File: src/hw/fetch_pkg.sv
/*
 * Shared constants of the instruction fetch subsystem: strand count, widths,
 * cache geometry, queue depth and reset PCs
 */
`default_nettype none

package fetch_pkg;

	localparam int NUM_STRANDS = 4;
	localparam int STRAND_W = $clog2(NUM_STRANDS);

	localparam int ADDR_W = 32; // Byte address
	localparam int DATA_W = 32; // One instruction word

	// Cache geometry
	localparam int WORDS_PER_LINE = 4;
	localparam int LINE_W = WORDS_PER_LINE * DATA_W;
	localparam int CACHE_LINES = 16;
	localparam int INDEX_W = $clog2(CACHE_LINES);
	localparam int WORD_OFF_W = $clog2(WORDS_PER_LINE);
	localparam int BYTE_OFF_W = $clog2(DATA_W / 8);
	localparam int OFFSET_W = WORD_OFF_W + BYTE_OFF_W; // Byte offset inside a line
	localparam int TAG_W = ADDR_W - INDEX_W - OFFSET_W;

	localparam int FIFO_DEPTH = 4; // Entries per strand queue

	// Strand s starts at base + s * stride
	localparam logic [ADDR_W-1:0] RESET_PC_BASE = 32'h0000_0100;
	localparam logic [ADDR_W-1:0] RESET_PC_STRIDE = 32'h0000_0400;

endpackage

`default_nettype wire

File: src/hw/icache_if.sv
/*
 * Fetch stage to instruction cache connection, fetch and cache modports
 */
`timescale 1ns/1ns
`default_nettype none

interface icache_if;
	import fetch_pkg::*;

	logic request;
	logic [ADDR_W-1:0] addr;
	logic [STRAND_W-1:0] req_strand;
	logic [DATA_W-1:0] data; // Valid with hit, one cycle after request
	logic hit;
	logic [NUM_STRANDS-1:0] load_complete_strands; // One-cycle wakeup mask
	logic load_collision; // Miss on another line during a refill

	modport fetch (
		output request, addr, req_strand,
		input data, hit, load_complete_strands, load_collision
	);

	modport cache (
		input request, addr, req_strand,
		output data, hit, load_complete_strands, load_collision
	);

endinterface

`default_nettype wire

File: src/hw/strand_arbiter.sv
/*
 * Four-way arbiter with least-recently-granted ordering
 */
`timescale 1ns/1ns
`default_nettype none

module strand_arbiter (
	input logic clk,
	input logic rst_n_i,
	input logic [fetch_pkg::NUM_STRANDS-1:0] req_i,
	output logic [fetch_pkg::NUM_STRANDS-1:0] grant_o
);
	import fetch_pkg::*;

	// Strand indices, slot 0 is the least recently granted
	logic [NUM_STRANDS-1:0][STRAND_W-1:0] order_q;
	logic [STRAND_W-1:0] pick_pos;
	logic pick_valid;

	// First requester in age order wins
	always_comb
	begin
		grant_o = '0;
		pick_pos = '0;
		pick_valid = 1'b0;
		for (int p = 0; p < NUM_STRANDS; p++)
		begin
			if (!pick_valid && req_i[order_q[p]])
			begin
				pick_valid = 1'b1;
				pick_pos = STRAND_W'(p);
				grant_o[order_q[p]] = 1'b1;
			end
		end
	end

	// Winner moves to the most recent slot, the ones behind it shift up
	always_ff @(posedge clk)
	begin
		if (!rst_n_i)
		begin
			for (int p = 0; p < NUM_STRANDS; p++)
				order_q[p] <= STRAND_W'(p);
		end
		else if (pick_valid)
		begin
			for (int p = 0; p < NUM_STRANDS - 1; p++)
			begin
				if (p >= int'(pick_pos))
					order_q[p] <= order_q[p + 1];
			end
			order_q[NUM_STRANDS - 1] <= order_q[pick_pos];
		end
	end

	a_grant_onehot: assert property (@(posedge clk) disable iff (!rst_n_i)
		$onehot0(grant_o) && ((grant_o & ~req_i) == '0));

endmodule

`default_nettype wire

File: src/hw/instruction_fifo.sv
/*
 * Synchronous circular queue with flush and an almost-full enqueue flag
 */
`timescale 1ns/1ns
`default_nettype none

module instruction_fifo #(
	parameter int WIDTH = 64,
	parameter int DEPTH = 4
) (
	input logic clk,
	input logic rst_n_i,
	input logic flush_i,
	input logic enqueue_i,
	input logic [WIDTH-1:0] value_i,
	input logic dequeue_i,
	output logic can_enqueue_o,
	output logic can_dequeue_o,
	output logic [WIDTH-1:0] value_o
);

	logic [WIDTH-1:0] storage [DEPTH];
	logic [$clog2(DEPTH)-1:0] wr_ptr_q;
	logic [$clog2(DEPTH)-1:0] rd_ptr_q;
	logic [$clog2(DEPTH+1)-1:0] count_q;
	logic do_enqueue;
	logic do_dequeue;

	assign do_enqueue = enqueue_i && !flush_i;
	assign do_dequeue = dequeue_i && !flush_i && (count_q != '0);

	// One slot kept free for a fill already in flight
	assign can_enqueue_o = int'(count_q) < DEPTH - 1;
	assign can_dequeue_o = count_q != '0;
	assign value_o = storage[rd_ptr_q]; // Head

	always_ff @(posedge clk)
	begin
		if (!rst_n_i)
		begin
			wr_ptr_q <= '0;
			rd_ptr_q <= '0;
			count_q <= '0;
		end
		else if (flush_i)
		begin
			wr_ptr_q <= '0;
			rd_ptr_q <= '0;
			count_q <= '0;
		end
		else
		begin
			if (do_enqueue)
			begin
				if (int'(wr_ptr_q) == DEPTH - 1)
					wr_ptr_q <= '0;
				else
					wr_ptr_q <= wr_ptr_q + 1'b1;
			end

			if (do_dequeue)
			begin
				if (int'(rd_ptr_q) == DEPTH - 1)
					rd_ptr_q <= '0;
				else
					rd_ptr_q <= rd_ptr_q + 1'b1;
			end

			if (do_enqueue && !do_dequeue)
				count_q <= count_q + 1'b1;
			else if (do_dequeue && !do_enqueue)
				count_q <= count_q - 1'b1;
		end
	end

	always_ff @(posedge clk)
	begin
		if (do_enqueue)
			storage[wr_ptr_q] <= value_i;
	end

	a_no_overflow: assert property (@(posedge clk) disable iff (!rst_n_i)
		do_enqueue |-> int'(count_q) != DEPTH);

endmodule

`default_nettype wire

File: src/hw/instruction_fetch_stage.sv
/*
 * Strand PCs, cache wait tracking, strand arbitration, byte swap
 * and the per-strand instruction queues
 */
`timescale 1ns/1ns
`default_nettype none

module instruction_fetch_stage (
	input logic clk,
	input logic rst_n_i,
	icache_if.fetch cache_port,
	input logic [fetch_pkg::NUM_STRANDS-1:0] req_i,
	input logic [fetch_pkg::NUM_STRANDS-1:0] rollback_i,
	input logic [fetch_pkg::NUM_STRANDS-1:0][fetch_pkg::ADDR_W-1:0] rollback_pc_i,
	output logic [fetch_pkg::NUM_STRANDS-1:0][fetch_pkg::DATA_W-1:0] instr_o,
	output logic [fetch_pkg::NUM_STRANDS-1:0][fetch_pkg::ADDR_W-1:0] pc_o,
	output logic [fetch_pkg::NUM_STRANDS-1:0] valid_o
);
	import fetch_pkg::*;

	logic [NUM_STRANDS-1:0][ADDR_W-1:0] pc_q;
	logic [NUM_STRANDS-1:0][ADDR_W-1:0] pc_d;
	logic [NUM_STRANDS-1:0] grant;
	logic [NUM_STRANDS-1:0] grant_q; // Strand whose answer arrives this cycle
	logic [NUM_STRANDS-1:0] wait_q;
	logic [NUM_STRANDS-1:0] wait_d;
	logic [NUM_STRANDS-1:0] can_enqueue;
	logic [NUM_STRANDS-1:0] eligible;
	logic [NUM_STRANDS-1:0][ADDR_W+DATA_W-1:0] queue_head;
	logic [DATA_W-1:0] swapped_word;
	logic miss_wait;

	// Refill started or joined, strand sleeps until its wakeup
	assign miss_wait = (grant_q != '0) && !cache_port.hit && !cache_port.load_collision;

	always_comb
	begin
		wait_d = wait_q & ~cache_port.load_complete_strands;
		if (miss_wait)
			wait_d = wait_d | grant_q;
	end

	assign eligible = can_enqueue & ~wait_d;

	strand_arbiter u_arbiter (
		.clk(clk),
		.rst_n_i(rst_n_i),
		.req_i(eligible),
		.grant_o(grant)
	);

	assign cache_port.request = |grant;

	// Next PC goes out so a strand can be granted in back-to-back cycles
	always_comb
	begin
		cache_port.addr = pc_d[0];
		cache_port.req_strand = '0;
		for (int s = 0; s < NUM_STRANDS; s++)
		begin
			if (grant[s])
			begin
				cache_port.addr = pc_d[s];
				cache_port.req_strand = STRAND_W'(s);
			end
		end
	end

	always_comb
	begin
		for (int s = 0; s < NUM_STRANDS; s++)
		begin
			if (rollback_i[s])
				pc_d[s] = rollback_pc_i[s];
			else if (cache_port.hit && grant_q[s])
				pc_d[s] = pc_q[s] + 32'd4;
			else
				pc_d[s] = pc_q[s];
		end
	end

	always_ff @(posedge clk)
	begin
		if (!rst_n_i)
		begin
			for (int s = 0; s < NUM_STRANDS; s++)
				pc_q[s] <= RESET_PC_BASE + ADDR_W'(s) * RESET_PC_STRIDE;
			grant_q <= '0;
			wait_q <= '0;
		end
		else
		begin
			pc_q <= pc_d;
			grant_q <= grant;
			wait_q <= wait_d;
		end
	end

	// Memory is big-endian, the queues hold little-endian words
	assign swapped_word = {cache_port.data[7:0], cache_port.data[15:8],
		cache_port.data[23:16], cache_port.data[31:24]};

	for (genvar s = 0; s < NUM_STRANDS; s++)
	begin : g_strand
		// A hit in the rollback cycle belongs to the old stream
		instruction_fifo #(
			.WIDTH(ADDR_W + DATA_W),
			.DEPTH(FIFO_DEPTH)
		) u_queue (
			.clk(clk),
			.rst_n_i(rst_n_i),
			.flush_i(rollback_i[s]),
			.enqueue_i(cache_port.hit && grant_q[s] && !rollback_i[s]),
			.value_i({pc_q[s], swapped_word}),
			.dequeue_i(req_i[s] && valid_o[s]),
			.can_enqueue_o(can_enqueue[s]),
			.can_dequeue_o(valid_o[s]),
			.value_o(queue_head[s])
		);

		assign pc_o[s] = queue_head[s][ADDR_W+DATA_W-1:DATA_W];
		assign instr_o[s] = queue_head[s][DATA_W-1:0];

		a_rollback_nonzero: assert property (@(posedge clk) disable iff (!rst_n_i)
			rollback_i[s] |-> rollback_pc_i[s] != '0);
	end

	a_hit_after_request: assert property (@(posedge clk) disable iff (!rst_n_i)
		cache_port.hit |-> $past(cache_port.request));

endmodule

`default_nettype wire

File: src/hw/instruction_cache.sv
/*
 * Direct-mapped instruction cache, registered lookup and a single line
 * refill engine on the external memory port
 */
`timescale 1ns/1ns
`default_nettype none

module instruction_cache (
	input logic clk,
	input logic rst_n_i,
	icache_if.cache cache_port,
	output logic mem_req_o,
	output logic [fetch_pkg::ADDR_W-1:0] mem_addr_o,
	input logic mem_ack_i,
	input logic [fetch_pkg::LINE_W-1:0] mem_data_i
);
	import fetch_pkg::*;

	logic [TAG_W-1:0] tag_mem [CACHE_LINES];
	logic [WORDS_PER_LINE-1:0][DATA_W-1:0] line_mem [CACHE_LINES]; // Word 0 in low bits
	logic [CACHE_LINES-1:0] line_valid_q;

	logic req_valid_q;
	logic [ADDR_W-1:0] req_addr_q;
	logic [STRAND_W-1:0] req_strand_q;
	logic [INDEX_W-1:0] req_index;
	logic [WORD_OFF_W-1:0] req_word;
	logic [TAG_W-1:0] req_tag;

	logic refill_busy_q;
	logic [ADDR_W-1:0] refill_addr_q; // Line aligned
	logic [INDEX_W-1:0] refill_index;
	logic [NUM_STRANDS-1:0] waiters_q;
	logic [NUM_STRANDS-1:0] waiters_d;
	logic [NUM_STRANDS-1:0] complete_q;
	logic [NUM_STRANDS-1:0] strand_bit;
	logic lookup_hit;
	logic miss;
	logic same_line;

	assign req_word = req_addr_q[BYTE_OFF_W +: WORD_OFF_W];
	assign req_index = req_addr_q[OFFSET_W +: INDEX_W];
	assign req_tag = req_addr_q[ADDR_W-1 -: TAG_W];
	assign refill_index = refill_addr_q[OFFSET_W +: INDEX_W];

	// Arrays read with last cycle's address
	assign lookup_hit = req_valid_q && line_valid_q[req_index]
		&& (tag_mem[req_index] == req_tag);
	assign miss = req_valid_q && !lookup_hit;
	assign same_line = refill_addr_q[ADDR_W-1:OFFSET_W] == req_addr_q[ADDR_W-1:OFFSET_W];
	assign strand_bit = NUM_STRANDS'(1) << req_strand_q;

	// Miss on the line in flight just joins the waiters
	always_comb
	begin
		waiters_d = waiters_q;
		if (miss && refill_busy_q && same_line)
			waiters_d = waiters_q | strand_bit;
	end

	assign cache_port.hit = lookup_hit;
	assign cache_port.data = line_mem[req_index][req_word];
	assign cache_port.load_collision = miss && refill_busy_q && !same_line;
	assign cache_port.load_complete_strands = complete_q;

	assign mem_req_o = refill_busy_q;
	assign mem_addr_o = refill_addr_q;

	always_ff @(posedge clk)
	begin
		if (!rst_n_i)
		begin
			req_valid_q <= 1'b0;
			line_valid_q <= '0;
			refill_busy_q <= 1'b0;
			waiters_q <= '0;
			complete_q <= '0;
		end
		else
		begin
			req_valid_q <= cache_port.request;
			complete_q <= '0;
			if (refill_busy_q)
			begin
				if (mem_ack_i)
				begin
					refill_busy_q <= 1'b0;
					line_valid_q[refill_index] <= 1'b1;
					complete_q <= waiters_d; // Wakes late joiners too
					waiters_q <= '0;
				end
				else
				begin
					waiters_q <= waiters_d;
				end
			end
			else if (miss)
			begin
				refill_busy_q <= 1'b1;
				waiters_q <= strand_bit;
			end
		end
	end

	always_ff @(posedge clk)
	begin
		req_addr_q <= cache_port.addr;
		req_strand_q <= cache_port.req_strand;
		if (!refill_busy_q && miss)
			refill_addr_q <= {req_addr_q[ADDR_W-1:OFFSET_W], OFFSET_W'(0)};
		if (refill_busy_q && mem_ack_i)
		begin
			tag_mem[refill_index] <= refill_addr_q[ADDR_W-1 -: TAG_W];
			line_mem[refill_index] <= mem_data_i;
		end
	end

	a_mem_addr_aligned: assert property (@(posedge clk) disable iff (!rst_n_i)
		mem_req_o |-> mem_addr_o[OFFSET_W-1:0] == '0);

endmodule

`default_nettype wire

File: src/hw/fetch_unit_top.sv
/*
 * Fetch unit top level, fetch stage and instruction cache on plain ports
 */
`timescale 1ns/1ns
`default_nettype none

module fetch_unit_top (
	input logic clk,
	input logic rst_n_i,

	// Strand side
	input logic [fetch_pkg::NUM_STRANDS-1:0] req_i,
	input logic [fetch_pkg::NUM_STRANDS-1:0] rollback_i,
	input logic [fetch_pkg::NUM_STRANDS-1:0][fetch_pkg::ADDR_W-1:0] rollback_pc_i,
	output logic [fetch_pkg::NUM_STRANDS-1:0][fetch_pkg::DATA_W-1:0] instr_o,
	output logic [fetch_pkg::NUM_STRANDS-1:0][fetch_pkg::ADDR_W-1:0] pc_o,
	output logic [fetch_pkg::NUM_STRANDS-1:0] valid_o,

	// Memory side, one line per ack
	output logic mem_req_o,
	output logic [fetch_pkg::ADDR_W-1:0] mem_addr_o,
	input logic mem_ack_i,
	input logic [fetch_pkg::LINE_W-1:0] mem_data_i
);

	icache_if u_cache_bus ();

	instruction_fetch_stage u_fetch_stage (
		.clk(clk),
		.rst_n_i(rst_n_i),
		.cache_port(u_cache_bus.fetch),
		.req_i(req_i),
		.rollback_i(rollback_i),
		.rollback_pc_i(rollback_pc_i),
		.instr_o(instr_o),
		.pc_o(pc_o),
		.valid_o(valid_o)
	);

	instruction_cache u_icache (
		.clk(clk),
		.rst_n_i(rst_n_i),
		.cache_port(u_cache_bus.cache),
		.mem_req_o(mem_req_o),
		.mem_addr_o(mem_addr_o),
		.mem_ack_i(mem_ack_i),
		.mem_data_i(mem_data_i)
	);

endmodule

`default_nettype wire

File: config.mk
export PLATFORM = sky130hd
export DESIGN_NAME = fetch_unit_top
export DESIGN_NICKNAME = d
export VERILOG_FILES = /design/src/hw/fetch_pkg.sv /design/src/hw/icache_if.sv /design/src/hw/strand_arbiter.sv /design/src/hw/instruction_fifo.sv /design/src/hw/instruction_fetch_stage.sv /design/src/hw/instruction_cache.sv /design/src/hw/fetch_unit_top.sv
export SDC_FILE = /design/constraint.sdc
export NUM_CORES = 2
export LEC_CHECK = 0
export BUFFER_PORTS_ARGS = -buffer_cell sky130_fd_sc_hd__buf_4
export CAP_MARGIN = 20
export CORE_MARGIN = 1
export CORE_UTILIZATION = 45
export CTS_CLUSTER_DIAMETER = 50
export CTS_CLUSTER_SIZE = 14
export DETAILED_ROUTE_END_ITERATION = 12
export HOLD_SLACK_MARGIN = 0.08
export PLACE_DENSITY_LB_ADDON = 0.2
export SLEW_MARGIN = 0
export SYNTH_ARGS = -nofsm -noshare
export SYNTH_HDL_FRONTEND = slang
export SYNTH_HIERARCHICAL = 1
export SYNTH_SLANG_ARGS = --single-unit
File: constraint.sdc
create_clock -name clk -period 14.3 [get_ports clk]
set_input_delay 0.715 -clock clk [delete_from_list [all_inputs] [get_ports clk]]
set_output_delay 0.715 -clock clk [all_outputs]
set_load 0.02 [all_outputs]
==> reports/results.tsv <==
stage	metric	value	unit
synthesis	post_synth_inst_count	6621	
detailed_routing	finalWirelength	397000	um
clock_network	cts-buffers-inserted	396	
setup_path	cpLargestDelayFamily	simple AND/OR/NAND/NOR gates	
status	outcome	finished clean	
setup_path	worstSetupStartpointType	flip-flop	
sta	worst_clock_skew_on_the_final_layout	0.0807	ns
setup_path	critPathMostFrequentCell	sky130_fd_sc_hd__buf_4	
placed_design	io_buffer_count	555	
detailed_routing	wire_per_inst	33.0	um
layout	area_growth_syn_to_layout	16.5	%
layout	layout.nets	7836	
detailed_routing	drt_iter0_markers	8258	
setup_path	slowest_delay	0.83	ns
sta	maxSlewHeadroom	19.5	%
setup_path	worst_r2r_path_depth	24	
placed_design	gp_congestion	0.936	
sta	finalHoldViolations	0	
setup_path	worstReg2RegStart	u_icache/req_addr_q[5]$_DFF_P_	
sta	grt_setup_unrepaired	false	
floorplan	die_x	568	um
min_path	hold_path_class	input port to flip-flop	
clock_network	post_cts_sizing_count	0	
synthesis	synth-warning-count	6	
layout	drive_gt1_share	31.0	%
detailed_routing	remaining_drc_errors	0	
detailed_routing	detail-route-antenna-nets	0	
setup_path	worstSetupEndpointType	flip-flop	
sta	clock_period_minus_worst_slack	9.29	ns
job	maxCapViolCount	0	
floorplan	dieArea	323000	um2
floorplan	floorplan.die.height	568	um
placed_design	placement.cell_area	153000	um2
clock_network	clockBufferDepth	4	
power_and_ir_drop	worst_ir_drop_vdd	170	uV
setup_path	r2r_end	u_icache/req_addr_q[29]$_DFF_P_	
power_and_ir_drop	p_per_area	184	nW/um2
grt	grt_pass1_wl	559000	um
min_path	hold-path-endpoint	u_fetch_stage/pc_q[39]$_SDFF_PN0_	
grt	overflow	0	
setup_path	worst_path_bufs_invs	5	
sta	timing.setup.tns	0	ns
min_path	worst_hold_path.num_cells	3	
setup_path	cp_cell_sequence	buf_4 -> buf_12 -> mux4_2 -> mux2i_1 -> mux2i_1 -> xnor2_1 -> nand2_1 -> nor4_1 -> and3_1 -> buf_4 -> nor3_1 -> nor2_1 -> a21oi_1 -> and2_1 -> mux4_2 -> nor2_1 -> nand4b_1 -> nand3_1 -> buf_4 -> clkinv_1 -> nor3_1 -> nor3b_1 -> a311oi_1 -> a32oi_1	
placed_design	dp_hpwl	240000	um
setup_path	critical_path.slowest_cell	sky130_fd_sc_hd__buf_4	
floorplan	num_io_pins	560	
detailed_routing	drt_pre_antenna_iters	6	
sta	post-route-period-util	65.0	%
floorplan	site_rows	207	
grt	antenna_found_initial	73	
floorplan	initial_utilization	45.3	%
setup_path	r2r_slack	5.01	ns
grt	globalRouteTotalUtil	24.4	%
clock_network	clkLatencyLatePin	0.97	ns
setup_path	required	15.13	ns
detailed_routing	vias_per_cell	6.03	
detailed_routing	vias	72700	
setup_path	critical_setup_path_class	flip-flop to flip-flop	
grt	grt_max_degree	158	
sta	fmax	108	MHz
synthesis	syn_area	144000	um2
power_and_ir_drop	total_leakage_power	53.5	nW
sta	max_slew.worst_pin.slew	1.20	ns
setup_path	worst-path-max-fanout	157	
grt	first_global_vias	73100	
clock_network	clock_tree_from_tritoncts	built	
clock_network	clock_sinks	3722	
clock_network	cts_root_buffer	sky130_fd_sc_hd__clkbuf_16	
clock_network	reg_clk_slew_reported_paths	0.07	ns
layout	summed_area_of_non_filler_cells_in_the_final_layout	168000	um2
synthesis	avgSynthCellArea	21.8	um2
floorplan	floorplan.core_area	318000	um2
clock_network	cts.htree.levels	5	
min_path	hold_path.startpoint	rollback_pc_i[39]	
setup_path	arrival	10.12	ns
sta	setup_viol	0	
sta	final_max_slew_viol_count	0	
==> routing by layer <==
| layer | vias up | wire length, um | track usage [%] |
|---|---|---|---|
| met1 | 39600 | 169000 | 35.2 |
| met5 | - | 288 | 0 |
| met2 | 2947 | 191000 | 39.3 |
| met3 | 527 | 29100 | 4.05 |
| li1 | 29600 | - | - |
| met4 | 44 | 7780 | 5.00 |
==> flip-flops by register name, indices dropped and copies added, names as in the netlist, 6 cells and up, named ones only <==
register and flops:
u_fetch_stage/u_arbiter/order_q 6, u_icache/tag_mem 384, u_fetch_stage/g_strand.u_queue/storage 1024, u_icache/line_valid_q 16, u_icache/req_addr_q 30, u_fetch_stage/g_strand.u_queue/wr_ptr_q 8
u_fetch_stage/g_strand.u_queue/count_q 12, u_fetch_stage/pc_q 128, u_icache/mem_addr_o 28, u_fetch_stage/g_strand.u_queue/rd_ptr_q 8, u_icache/line_mem 2048
==> area by class of cell <==
class,instances,area (um2)
inverters,41,156
diodes,22,55.1
clock buffers,446,10300
repair buffers,854,6940
clock inverters,264,3120
multi-input cells,2522,32900
fillers,24700,150000
flip-flops and latches,3722,109000
well taps,4180,5230
==> cells in the final DEF (no fill, tap or decap), drive strengths merged, types with 81 or more instances in the layout <==
cell and count:
mux2i 122, clkbuf 447, o21ai 86, buf 705, dfxtp 238, edfxtp 3484, mux4 1001, inv 81
xnor2 88, dlygate4sd3 148, clkinv 144, nor2 177, nand2 192
==> worst reg2reg max path: cells and delay by family, from the launching register on <==
family	cells	cell delay [ns]
AND/OR/NAND/NOR	11	3.24
buffers and inverters	5	3.03
multiplexers	4	1.72
flip-flops	1	0.62
AO/OA/AOI/OAI	3	0.42
XOR/XNOR	1	0.19
==> per-stage QoR <==
stage,hold slack (ns),power [mW],setup slack [ns],utilization [%],instances
2_1_floorplan,0.425,18.1,1.97,-,6624
3_3_place_gp,0.442,20.7,5.13,48.1,11200
3_5_place_dp,0.448,20.8,5.09,48.1,11200
4_1_cts,0.0822,31.2,5.07,52.8,12000
5_1_grt,0.132,32.0,4.32,52.8,12000
6_report,0.141,31.0,5.01,52.8,12100
==> timing repair <==
item,CTS,global route
hold endpoints to repair,2068,0
hold buffers,148,0
buffers inserted,0,0
==> worst max-delay path by stage <==
stage	from	end	slack (ns)	cells past startpoint
final	u_icache/req_addr_q[5]$_DFF_P_	u_icache/req_addr_q[29]$_DFF_P_	5.01	24
after global routing	u_icache/req_addr_q[5]$_DFF_P_	u_icache/req_addr_q[29]$_DFF_P_	4.32	24
after CTS	u_icache/req_addr_q[5]$_DFF_P_	u_icache/req_addr_q[29]$_DFF_P_	5.07	24
after detailed placement	u_icache/req_addr_q[5]$_DFF_P_	u_icache/req_addr_q[29]$_DFF_P_	5.09	24
after global placement	u_icache/req_addr_q[5]$_DFF_P_	u_icache/req_addr_q[29]$_DFF_P_	5.13	24
after floorplan	mem_ack_i	u_icache/line_mem[0][0]$_DFFE_PP_	1.97	3
==> power breakdown <==
part / switching (mW) / internal, mW / leakage [nW]
Combinational: 4.07 / 2.94 / 13.8
Clock: 4.46 / 5.93 / 6.39
Sequential: 0.610 / 13.0 / 33.3
(Power assumes the default switching activity.)
